===== src/rtl/mem_pkg.sv =====
package mem_pkg;

  // Data and register width of the core
  parameter int XLEN = 64;

  // Memory operation presented by the pipeline
  typedef enum logic [3:0] {
    OP_NONE = 4'd0,
    OP_LB   = 4'd1,
    OP_LH   = 4'd2,
    OP_LW   = 4'd3,
    OP_LD   = 4'd4,
    OP_LBU  = 4'd5,
    OP_LHU  = 4'd6,
    OP_LWU  = 4'd7,
    OP_SB   = 4'd8,
    OP_SH   = 4'd9,
    OP_SW   = 4'd10,
    OP_SD   = 4'd11
  } mem_op_e;

  // Exception returned with a response
  typedef enum logic [1:0] {
    EXCP_NONE             = 2'd0,
    EXCP_LOAD_MISALIGNED  = 2'd1,
    EXCP_STORE_MISALIGNED = 2'd2
  } mem_excp_e;

endpackage


===== src/rtl/wb_if.sv =====
`timescale 1ns/1ps

interface wb_if;

  logic                         cyc;
  logic                         stb;
  logic                         we;
  logic [mem_pkg::XLEN-1:0]     adr;
  logic [mem_pkg::XLEN-1:0]     dat_w;
  // One select bit per byte lane
  logic [mem_pkg::XLEN/8-1:0]   sel;
  logic [mem_pkg::XLEN-1:0]     dat_r;
  logic                         ack;

  modport master (
    output cyc, stb, we, adr, dat_w, sel,
    input  dat_r, ack
  );

  modport slave (
    input  cyc, stb, we, adr, dat_w, sel,
    output dat_r, ack
  );

endinterface


===== src/rtl/mem_stage.sv =====
`timescale 1ns/1ps

module mem_stage (
  input  mem_pkg::mem_op_e            op,
  input  logic [mem_pkg::XLEN-1:0]    mem_addr,
  input  logic [mem_pkg::XLEN-1:0]    r_data2,
  input  logic [mem_pkg::XLEN-1:0]    ram_rd_data,
  output logic [mem_pkg::XLEN-1:0]    mem_data,
  output logic [mem_pkg::XLEN-1:0]    ram_wr_data,
  output logic [7:0]                  byte_enable,
  output mem_pkg::mem_excp_e          mem_excp
);

  logic                       is_load;
  logic                       is_store;
  logic                       is_signed;
  logic [1:0]                 size;
  logic [2:0]                 offset;
  logic                       misaligned;
  logic [7:0]                 size_mask;
  logic [mem_pkg::XLEN-1:0]   mem_part;
  logic [mem_pkg::XLEN-1:0]   load_val;

  assign offset = mem_addr[2:0];

  // Size is log2 of the access width in bytes
  always_comb begin
    is_load   = 1'b0;
    is_store  = 1'b0;
    is_signed = 1'b0;
    size      = 2'd0;
    case (op)
      mem_pkg::OP_LB:  begin is_load = 1'b1; is_signed = 1'b1; size = 2'd0; end
      mem_pkg::OP_LH:  begin is_load = 1'b1; is_signed = 1'b1; size = 2'd1; end
      mem_pkg::OP_LW:  begin is_load = 1'b1; is_signed = 1'b1; size = 2'd2; end
      mem_pkg::OP_LD:  begin is_load = 1'b1; size = 2'd3; end
      mem_pkg::OP_LBU: begin is_load = 1'b1; size = 2'd0; end
      mem_pkg::OP_LHU: begin is_load = 1'b1; size = 2'd1; end
      mem_pkg::OP_LWU: begin is_load = 1'b1; size = 2'd2; end
      mem_pkg::OP_SB:  begin is_store = 1'b1; size = 2'd0; end
      mem_pkg::OP_SH:  begin is_store = 1'b1; size = 2'd1; end
      mem_pkg::OP_SW:  begin is_store = 1'b1; size = 2'd2; end
      mem_pkg::OP_SD:  begin is_store = 1'b1; size = 2'd3; end
      default: ;
    endcase
  end

  always_comb begin
    case (size)
      2'd0:    begin misaligned = 1'b0;          size_mask = 8'h01; end
      2'd1:    begin misaligned = offset[0];     size_mask = 8'h03; end
      2'd2:    begin misaligned = |offset[1:0];  size_mask = 8'h0f; end
      default: begin misaligned = |offset;       size_mask = 8'hff; end
    endcase
  end

  // Load lane extraction and extension
  assign mem_part = ram_rd_data >> {offset, 3'b0};

  always_comb begin
    case (size)
      2'd0:    load_val = {{(mem_pkg::XLEN-8){is_signed & mem_part[7]}}, mem_part[7:0]};
      2'd1:    load_val = {{(mem_pkg::XLEN-16){is_signed & mem_part[15]}}, mem_part[15:0]};
      2'd2:    load_val = {{(mem_pkg::XLEN-32){is_signed & mem_part[31]}}, mem_part[31:0]};
      default: load_val = mem_part;
    endcase
  end

  assign mem_data = is_load ? load_val : '0;

  // Store lanes and byte enables, none on a misaligned access
  assign ram_wr_data = r_data2 << {offset, 3'b0};
  assign byte_enable = ((is_load || is_store) && !misaligned) ? (size_mask << offset) : 8'h00;

  always_comb begin
    if (misaligned && is_load) begin
      mem_excp = mem_pkg::EXCP_LOAD_MISALIGNED;
    end else if (misaligned && is_store) begin
      mem_excp = mem_pkg::EXCP_STORE_MISALIGNED;
    end else begin
      mem_excp = mem_pkg::EXCP_NONE;
    end
  end

endmodule


===== src/rtl/mem_wb_master.sv =====
`timescale 1ns/1ps

module mem_wb_master (
  input  logic                        clk,
  input  logic                        rst,
  input  logic                        req_valid,
  output logic                        req_ready,
  input  mem_pkg::mem_op_e            req_op,
  input  logic [mem_pkg::XLEN-1:0]    req_addr,
  input  logic [mem_pkg::XLEN-1:0]    req_wdata,
  output logic                        resp_valid,
  output logic [mem_pkg::XLEN-1:0]    resp_data,
  output mem_pkg::mem_excp_e          resp_excp,
  wb_if.master                        wb
);

  typedef enum logic [1:0] {
    IDLE,
    BUS,
    RESP
  } state_e;

  state_e                     state;
  state_e                     next_state;
  logic                       accept;
  logic                       skip_bus;

  mem_pkg::mem_op_e           op_q;
  logic [mem_pkg::XLEN-1:0]   addr_q;
  logic [mem_pkg::XLEN-1:0]   wdata_q;

  mem_pkg::mem_op_e           stage_op;
  logic [mem_pkg::XLEN-1:0]   stage_addr;
  logic [mem_pkg::XLEN-1:0]   stage_wdata;
  logic [mem_pkg::XLEN-1:0]   stage_data;
  logic [mem_pkg::XLEN-1:0]   stage_wr_data;
  logic [7:0]                 stage_be;
  mem_pkg::mem_excp_e         stage_excp;

  assign accept = req_valid && req_ready;

  // Live request is decoded in IDLE so the bus decision is made at acceptance
  assign stage_op    = (state == IDLE) ? req_op    : op_q;
  assign stage_addr  = (state == IDLE) ? req_addr  : addr_q;
  assign stage_wdata = (state == IDLE) ? req_wdata : wdata_q;

  mem_stage i_mem_stage (
    .op          (stage_op),
    .mem_addr    (stage_addr),
    .r_data2     (stage_wdata),
    .ram_rd_data (wb.dat_r),
    .mem_data    (stage_data),
    .ram_wr_data (stage_wr_data),
    .byte_enable (stage_be),
    .mem_excp    (stage_excp)
  );

  assign skip_bus = (stage_excp != mem_pkg::EXCP_NONE) || (stage_op == mem_pkg::OP_NONE);

  always_comb begin
    next_state = state;
    case (state)
      IDLE: begin
        if (accept) begin
          next_state = skip_bus ? RESP : BUS;
        end
      end
      BUS: begin
        if (wb.ack) begin
          next_state = IDLE;
        end
      end
      default: next_state = IDLE;
    endcase
  end

  // Ready is registered so it stays low through reset and the cycle after
  always_ff @(posedge clk) begin
    if (rst) begin
      state      <= IDLE;
      req_ready  <= 1'b0;
      resp_valid <= 1'b0;
    end else begin
      state      <= next_state;
      req_ready  <= (next_state == IDLE);
      resp_valid <= ((state == BUS) && wb.ack) || (state == RESP);
    end
  end

  always_ff @(posedge clk) begin
    if (accept) begin
      op_q    <= req_op;
      addr_q  <= req_addr;
      wdata_q <= req_wdata;
    end
    if ((state == BUS) && wb.ack) begin
      resp_data <= stage_data;
      resp_excp <= mem_pkg::EXCP_NONE;
    end else if (state == RESP) begin
      resp_data <= '0;
      resp_excp <= stage_excp;
    end
  end

  // Bus outputs stay stable in BUS because they come from the held request
  assign wb.cyc   = (state == BUS);
  assign wb.stb   = (state == BUS);
  assign wb.we    = (state == BUS) &&
                    (op_q inside {mem_pkg::OP_SB, mem_pkg::OP_SH, mem_pkg::OP_SW, mem_pkg::OP_SD});
  assign wb.adr   = {addr_q[mem_pkg::XLEN-1:3], 3'b000};
  assign wb.dat_w = stage_wr_data;
  assign wb.sel   = stage_be;

endmodule


===== src/flat_wrapper.sv =====
// flat-port wrapper written by rule: the top's interface ports become plain ports
module mem_wb_master_flat 
  (clk, rst, req_valid, req_ready, req_op, req_addr, req_wdata, resp_valid, resp_data, resp_excp, wb_cyc, wb_stb, wb_we, wb_adr, wb_dat_w, wb_sel, wb_dat_r, wb_ack);
  wb_if wb_i ();
  input  logic clk;
  input  logic rst;
  input  logic req_valid;
  output logic req_ready;
  input  mem_pkg::mem_op_e req_op;
  input  logic [mem_pkg::XLEN-1:0] req_addr;
  input  logic [mem_pkg::XLEN-1:0] req_wdata;
  output logic resp_valid;
  output logic [mem_pkg::XLEN-1:0] resp_data;
  output mem_pkg::mem_excp_e resp_excp;
  output wire logic [$bits(wb_i.cyc)-1:0] wb_cyc;
  output wire logic [$bits(wb_i.stb)-1:0] wb_stb;
  output wire logic [$bits(wb_i.we)-1:0] wb_we;
  output wire logic [$bits(wb_i.adr)-1:0] wb_adr;
  output wire logic [$bits(wb_i.dat_w)-1:0] wb_dat_w;
  output wire logic [$bits(wb_i.sel)-1:0] wb_sel;
  input wire logic [$bits(wb_i.dat_r)-1:0] wb_dat_r;
  input wire logic [$bits(wb_i.ack)-1:0] wb_ack;
  assign wb_cyc = wb_i.cyc;
  assign wb_stb = wb_i.stb;
  assign wb_we = wb_i.we;
  assign wb_adr = wb_i.adr;
  assign wb_dat_w = wb_i.dat_w;
  assign wb_sel = wb_i.sel;
  assign wb_i.dat_r = wb_dat_r;
  assign wb_i.ack = wb_ack;
  mem_wb_master u_core (.clk(clk), .rst(rst), .req_valid(req_valid), .req_ready(req_ready), .req_op(req_op), .req_addr(req_addr), .req_wdata(req_wdata), .resp_valid(resp_valid), .resp_data(resp_data), .resp_excp(resp_excp), .wb(wb_i));
endmodule

===== config.mk =====
export PLATFORM = sky130hd
export DESIGN_NAME = mem_wb_master_flat
export DESIGN_NICKNAME = d
export VERILOG_FILES = /design/src/rtl/mem_pkg.sv /design/src/rtl/wb_if.sv /design/src/rtl/mem_stage.sv /design/src/rtl/mem_wb_master.sv /design/src/flat_wrapper.sv
export SDC_FILE = /design/constraint.sdc
export NUM_CORES = 1
export LEC_CHECK = 0
export BUFFER_PORTS_ARGS = -buffer_cell sky130_fd_sc_hd__buf_2
export CORE_AREA = 2 2 156 158
export DETAILED_ROUTE_END_ITERATION = 10
export DIE_AREA = 0 0 158 160
export MAX_ROUTING_LAYER = met4
export PLACE_DENSITY = 0.79
export SYNTH_ARGS = -nofsm -noshare
export SYNTH_HDL_FRONTEND = slang
export SYNTH_SLANG_ARGS = --single-unit

===== constraint.sdc =====
create_clock -name clk -period 4.5 [get_ports clk]
set_clock_uncertainty 0.2 [all_clocks]
set_input_delay 0.225 -clock clk [delete_from_list [all_inputs] [get_ports clk]]
set_output_delay 0.225 -clock clk [all_outputs]
set_load 0.01 [all_outputs]

; Word-level counts from Yosys, hierarchy flattened
; Index checks and enable logic that the tools add are counted.
[classes]
n_div = 0
n_mul = 0
n_reduce_logical = 25
eq_ne = 19
n_bitwise = 3
shift = 3
muxes = 20
order_cmp = 0
addsub = 0
[ops]
columns = cell, count
row1 = 2-to-1 mux 64 bit, 4
row2 = one-hot mux 64 bit (3 select lines), 1
row3 = left shift 64 x 6 -> 64 bit, 1
row4 = right shift 64 x 6 -> 64 bit, 1
row5 = "equality test 4 bit, second input constant", 8
row6 = one-hot mux 8 bit (3 select lines), 1
row7 = "equality test 4 x 3 -> 1 bit, second input constant", 4
row8 = OR reduction 3 bit, 4
row9 = 2-to-1 mux 2 bit, 5
row10 = "equality test 4 x 2 -> 1 bit, second input constant", 2
row11 = 2-to-1 mux 8 bit, 1
row12 = left shift 8 x 3 -> 8 bit, 1
row13 = OR reduction 7 bit, 1
row14 = logical AND 1 bit, 6
row15 = zero test 2 bit, 3
row16 = one-hot mux 2 bit (3 select lines), 1
row17 = "equality test 2 x 1 -> 1 bit, second input constant", 2
row18 = "equality test 2 bit, second input constant", 2
row19 = "equality test 4 x 1 -> 1 bit, second input constant", 1
row20 = zero test 4 bit, 1
row21 = 2-to-1 mux 4 bit, 1
row22 = one-hot mux 2 bit (2 select lines), 1
row23 = nonzero test 2 bit, 2
row24 = nonzero test 4 bit, 1
row25 = 8 further kinds, 15
[totals]
mem_bits_rw = 0
inputBits = 200
regBits = 202
latchBits = 0
rom_bits = 0
memories = 0
wordCells = 78

; Longest topological paths before layout
[depth]
word_depth = 16
depth_mapped = 11
depth_no_buf = 7

; Modules after synthesis
; A second synthesis with hierarchy kept.
[hier_totals]
hier_cells = 1106
area_unflattened_um2 = 12987.5
[modules_own_cells]
columns = module, seq_area_each_um2, area_each_um2, cells_per_inst, n_inst
row1 = mem_wb_master, 6005.8, 8753.4, 518, 1
row2 = mem_stage, 0.0, 4234.1, 588, 1

; Worst setup path before layout
; No wires, ideal clock.
[synth_path]
path_kind = reg-to-reg
start = register u_core.req_ready
end = register u_core.addr_q[0] in the netlist's numbering (enable)
synth_period_minus_slack_ns = 3.702
path_stages_with_launch = 3
slack_ns = 0.798
required_time_ns = 3.815
setup_ns = 0.485
t_arrival_ns = 3.017
n_path_buf = 0
cell_sequence = dfxtp_1 -> nand2_1 -> inv_1
[synth_via]
elab_chain_len = 1
[synth_rtl]
columns = element, line_no
row1 = "start, declared", mem_wb_master.sv:7  ; output logic req_ready,
row2 = "start signal, assigned", mem_wb_master.sv:85  ; req_ready <= (next_state == IDLE);
row3 = logical AND 1 bit, mem_wb_master.sv:40  ; assign accept = req_valid && req_ready;
row4 = via u_core.accept, mem_wb_master.sv:25  ; logic accept;
row5 = "end signal, assigned", mem_wb_master.sv:93  ; addr_q <= req_addr;
row6 = "end, declared", mem_wb_master.sv:29  ; logic [mem_pkg::XLEN-1:0] addr_q;
; The timed path passes the listed nets, and every way through them passes these cells.
; A chain may end at the register's enable or synchronous reset.

; Worst setup path after layout
[layout_path]
start = register u_core.state[1]
end = output port wb_dat_w[40]
[layout_via]
elab_chain_len = 3
[layout_rtl]
columns = element, line_no
row1 = "start, declared", mem_wb_master.sv:23  ; state_e state;
row2 = "start signal, assigned", mem_wb_master.sv:84  ; state <= next_state;
row3 = zero test 2 bit *, "mem_wb_master.sv:44, mem_wb_master.sv:45"
row4 = 2-to-1 mux 64 bit / 2-to-1 mux 3 bit (equally long branches), "mem_wb_master.sv:45, mem_wb_master.sv:44"
row5 = left shift 64 x 6 -> 64 bit *, mem_stage.sv:72  ; assign ram_wr_data = r_data2 << {offset, 3'b0};
row6 = "end, declared", flat_wrapper.sv:19  ; output wire logic [$bits(wb_i.dat_w)-1:0] wb_dat_w;
; Every way passes the cells marked *; elsewhere a longest branch is shown, timed or not.

==> flow_summary.ini <==
[clock_tree]
hold_buffers = 144
clkSinkCount = 202
post_cts_resized = 0
cts_root_buffer = clkbuf_16
cts_tree = yes
cts_made_buffers = 23
clk_pin_slew_ns = 0.06
clock_latency_ns = 0.51
cts_setup_buffers = 0
cts_buffer_depth = 3
cts_max_level = 1

[worst_setup_path]
slowest_delay_ns = 0.65
cp_num_buf_inv = 2
reg2reg_slack_ns = 0.76
crit_arrival_ns = 3.90
critPathKind = reg2out
start_kind = flip-flop
path_cells = or2_4 > mux2_2 > buf_4 > nand2_1 > o22ai_1 > buf_2
worst_path_max_delay_cell = buf_4
path_delay_family = simple AND/OR/NAND/NOR gates
crit_path_end_kind = primary output
cp_data_required_time_ns = 4.07
worst-path-max-fanout = 60

[detailed_routing]
viasPerCell = 5.87
vias = 11615
remaining_drc_errors = 0
wire_per_inst_um = 21.7
ant_nets = 0
drtIter0Drc = 1184
firstDrtPassIters = 6
finalWirelength_um = 43000

[cells_and_area]
fin_nets = 1834
final_cells = 1978
drive_gt1_frac = 0.306
post-route-util = 0.666
area_growth_pct = 33.3
layout_common_cells = buf_2, edfxtp_1, a21oi_1, nand2_1, dlygate4sd3_1
final_common_cell = buf_2

[floorplanning]
start_util = 0.500
die_x_um = 158
dieHeight_um = 160
core_area_um2 = 23800
die-area_um2 = 25300
ios = 407
rows = 57

[synth]
syn_inst = 1197
syn_avg_cell_area_um2 = 9.94
ys_seq_area_frac = 0.505
synth-edff-count = 196
netlist_area_um2 = 11900
synthArstFlopShare = 0
yosys_warnings = 0
synth_seq_cells = 202
synthFlopType = edfxtp_1
synth_cell_type_count = 57

[power_and_ir_drop]
switching_share = 0.318
p_int_uw = 3890
worst_ir_drop_vdd_uv = 329
power.net_switching_uw = 1810
p_per_area_nw_per_um2 = 359
seq_power_share = 0.392
power_uw = 5700
pwr-share-comb = 0.275
clockPowerShare = 0.333
leakage_uw = 0.00637

[grt]
antenna_found_initial = 3
top_usage_layer = met2
grtUsageMet2 = 0.537
grt.total_usage = 0.334
first_global_vias = 11209
gr-usage-met3 = 0.0548
grt_pass1_wl_um = 62900
grt_max_degree = 93
grtUsageMet1 = 0.409
overflow = 0

[timing]
rsz0062_at_grt = no
worst-slew-pin-transition_ns = 1.01
drv_slew = 0
finalSetupTns_ns = 0
clock.fmax_mhz = 231
final.period_utilization = 0.961
setup_violations = 0
hold_viol_final = 0
min_period_ns = 4.32
setup_slack_ns = 0.175
slew_headroom = 0.327

[placement]
io_buffer_count = 403
dp_hpwl_um = 28700
preCtsSetupSlack_ns = 0.779
gp_congestion = 0.981
placed_cells = 1789

[run]
drv_cap = 0

[hold_path]
min_path_type = in2reg

[outcome]
status = finished clean
## synth_stat cells (all sizes together) (2+ instances only)
library cell  count  area share
or3b              2      0.0015
nor2b            33       0.017
nor2            126       0.040
clkbuf           57       0.018
or3               3      0.0016
nor3             16      0.0067
o31ai             5      0.0032
or2               2      0.0011
a32oi            15       0.011
nand3            36       0.016
or4b              3      0.0025
a21oi           157       0.066
o21a              3      0.0019
nand2           146       0.046
or4               2      0.0013
buf              96       0.054
a21o              2      0.0013
inv               4      0.0013
o21ai            42       0.018
nand2b           14      0.0074
o211ai            3      0.0019
edfxtp          196        0.49
mux2i           103       0.088
o311ai            7      0.0052
a211oi           46       0.029
o31a              3      0.0022
dfxtp             6       0.010
mux2             28       0.026
and2              6      0.0032
o22ai            18      0.0095
mux4              2      0.0038
## worst register-to-register path, delay by kind of cell, from the launching register on
kind                   cells  cell delay [ns]
AOI/OAI and AO/OA          3             0.76
and+or+nand+nor            2             0.49
buffers and inverters      1             0.36
DFF                        1             0.62
muxes                      2             1.03
## power by group through the flow
stage	logic [µW]	clock network (µW)	registers [µW]
2_1_floorplan	869	0	2290
3_3_place_gp	1400	0	2270
3_5_place_dp	1410	0	2270
4_1_cts	1520	1900	2230
5_1_grt	1670	1970	2240
6_report	1570	1900	2240
## metal layers
metal  part of all wire  up-vias
li1                   -     5225
met5                  0        -
met1               0.37     5431
met4              0.054        0
met2               0.48      799
met3              0.098      160
## path summary, 6_finish.rpt
kind | startpoint | end | depth (start not counted)
setup / recovery | u_core.state[1]$_SDFF_PP0_ | wb_dat_w[40] | 6
hold / removal | wb_dat_r[49] | u_core.resp_data[49]$_SDFFCE_PN0P_ | 5
setup reg to reg | u_core.state[1]$_SDFF_PP0_ | u_core.resp_data[32]$_SDFFCE_PN0P_ | 8
hold reg to reg | u_core.resp_excp[0]$_SDFFE_PP0P_ | u_core.resp_excp[0]$_SDFFE_PP0P_ | 2
## flip-flops by register name, summed over array words and instances (netlist names)
| register | flops |
|---|---|
| u_core.state | 2 |
| u_core.resp_excp | 2 |
| u_core.resp_data | 64 |
| u_core.wdata_q | 64 |
| u_core.resp_valid | 1 |
| u_core.op_q | 4 |
| u_core.req_ready | 1 |
| u_core.addr_q | 64 |
## per-stage QoR
step | area [µm²] | hold slack, ns
3_3_place_gp | 13700 | 0.202
5_1_grt | 15900 | 0.0579
4_1_cts | 15900 | 0.0147
6_report | 15900 | 0.0318
3_5_place_dp | 13700 | 0.203
2_1_floorplan | 11900 | 0.0941
## final cells by class
| cell class | instances | area [µm²] |
|---|---|---|
| Inverter | 4 | 17.5 |
| Clock inverter | 10 | 114 |
| Fill cell | 1893 | 7950 |
| Tap cell | 324 | 405 |
| Clock buffer | 32 | 639 |
| Sequential cell | 202 | 6010 |
| Antenna cell | 3 | 7.51 |
| Multi-Input combinational cell | 840 | 5070 |
| Timing Repair Buffer | 563 | 3610 |
## cells by family after synthesis
logic type / Yosys count / synth area share
and+or+nand+nor: 392 / 0.146
AOI/OAI and AO/OA: 312 / 0.158
DFF: 202 / 0.505
buffers and inverters: 157 / 0.0732
muxes: 133 / 0.118
other: 1 / 0.000315
No activity file was read; power rests on OpenSTA's default activity.
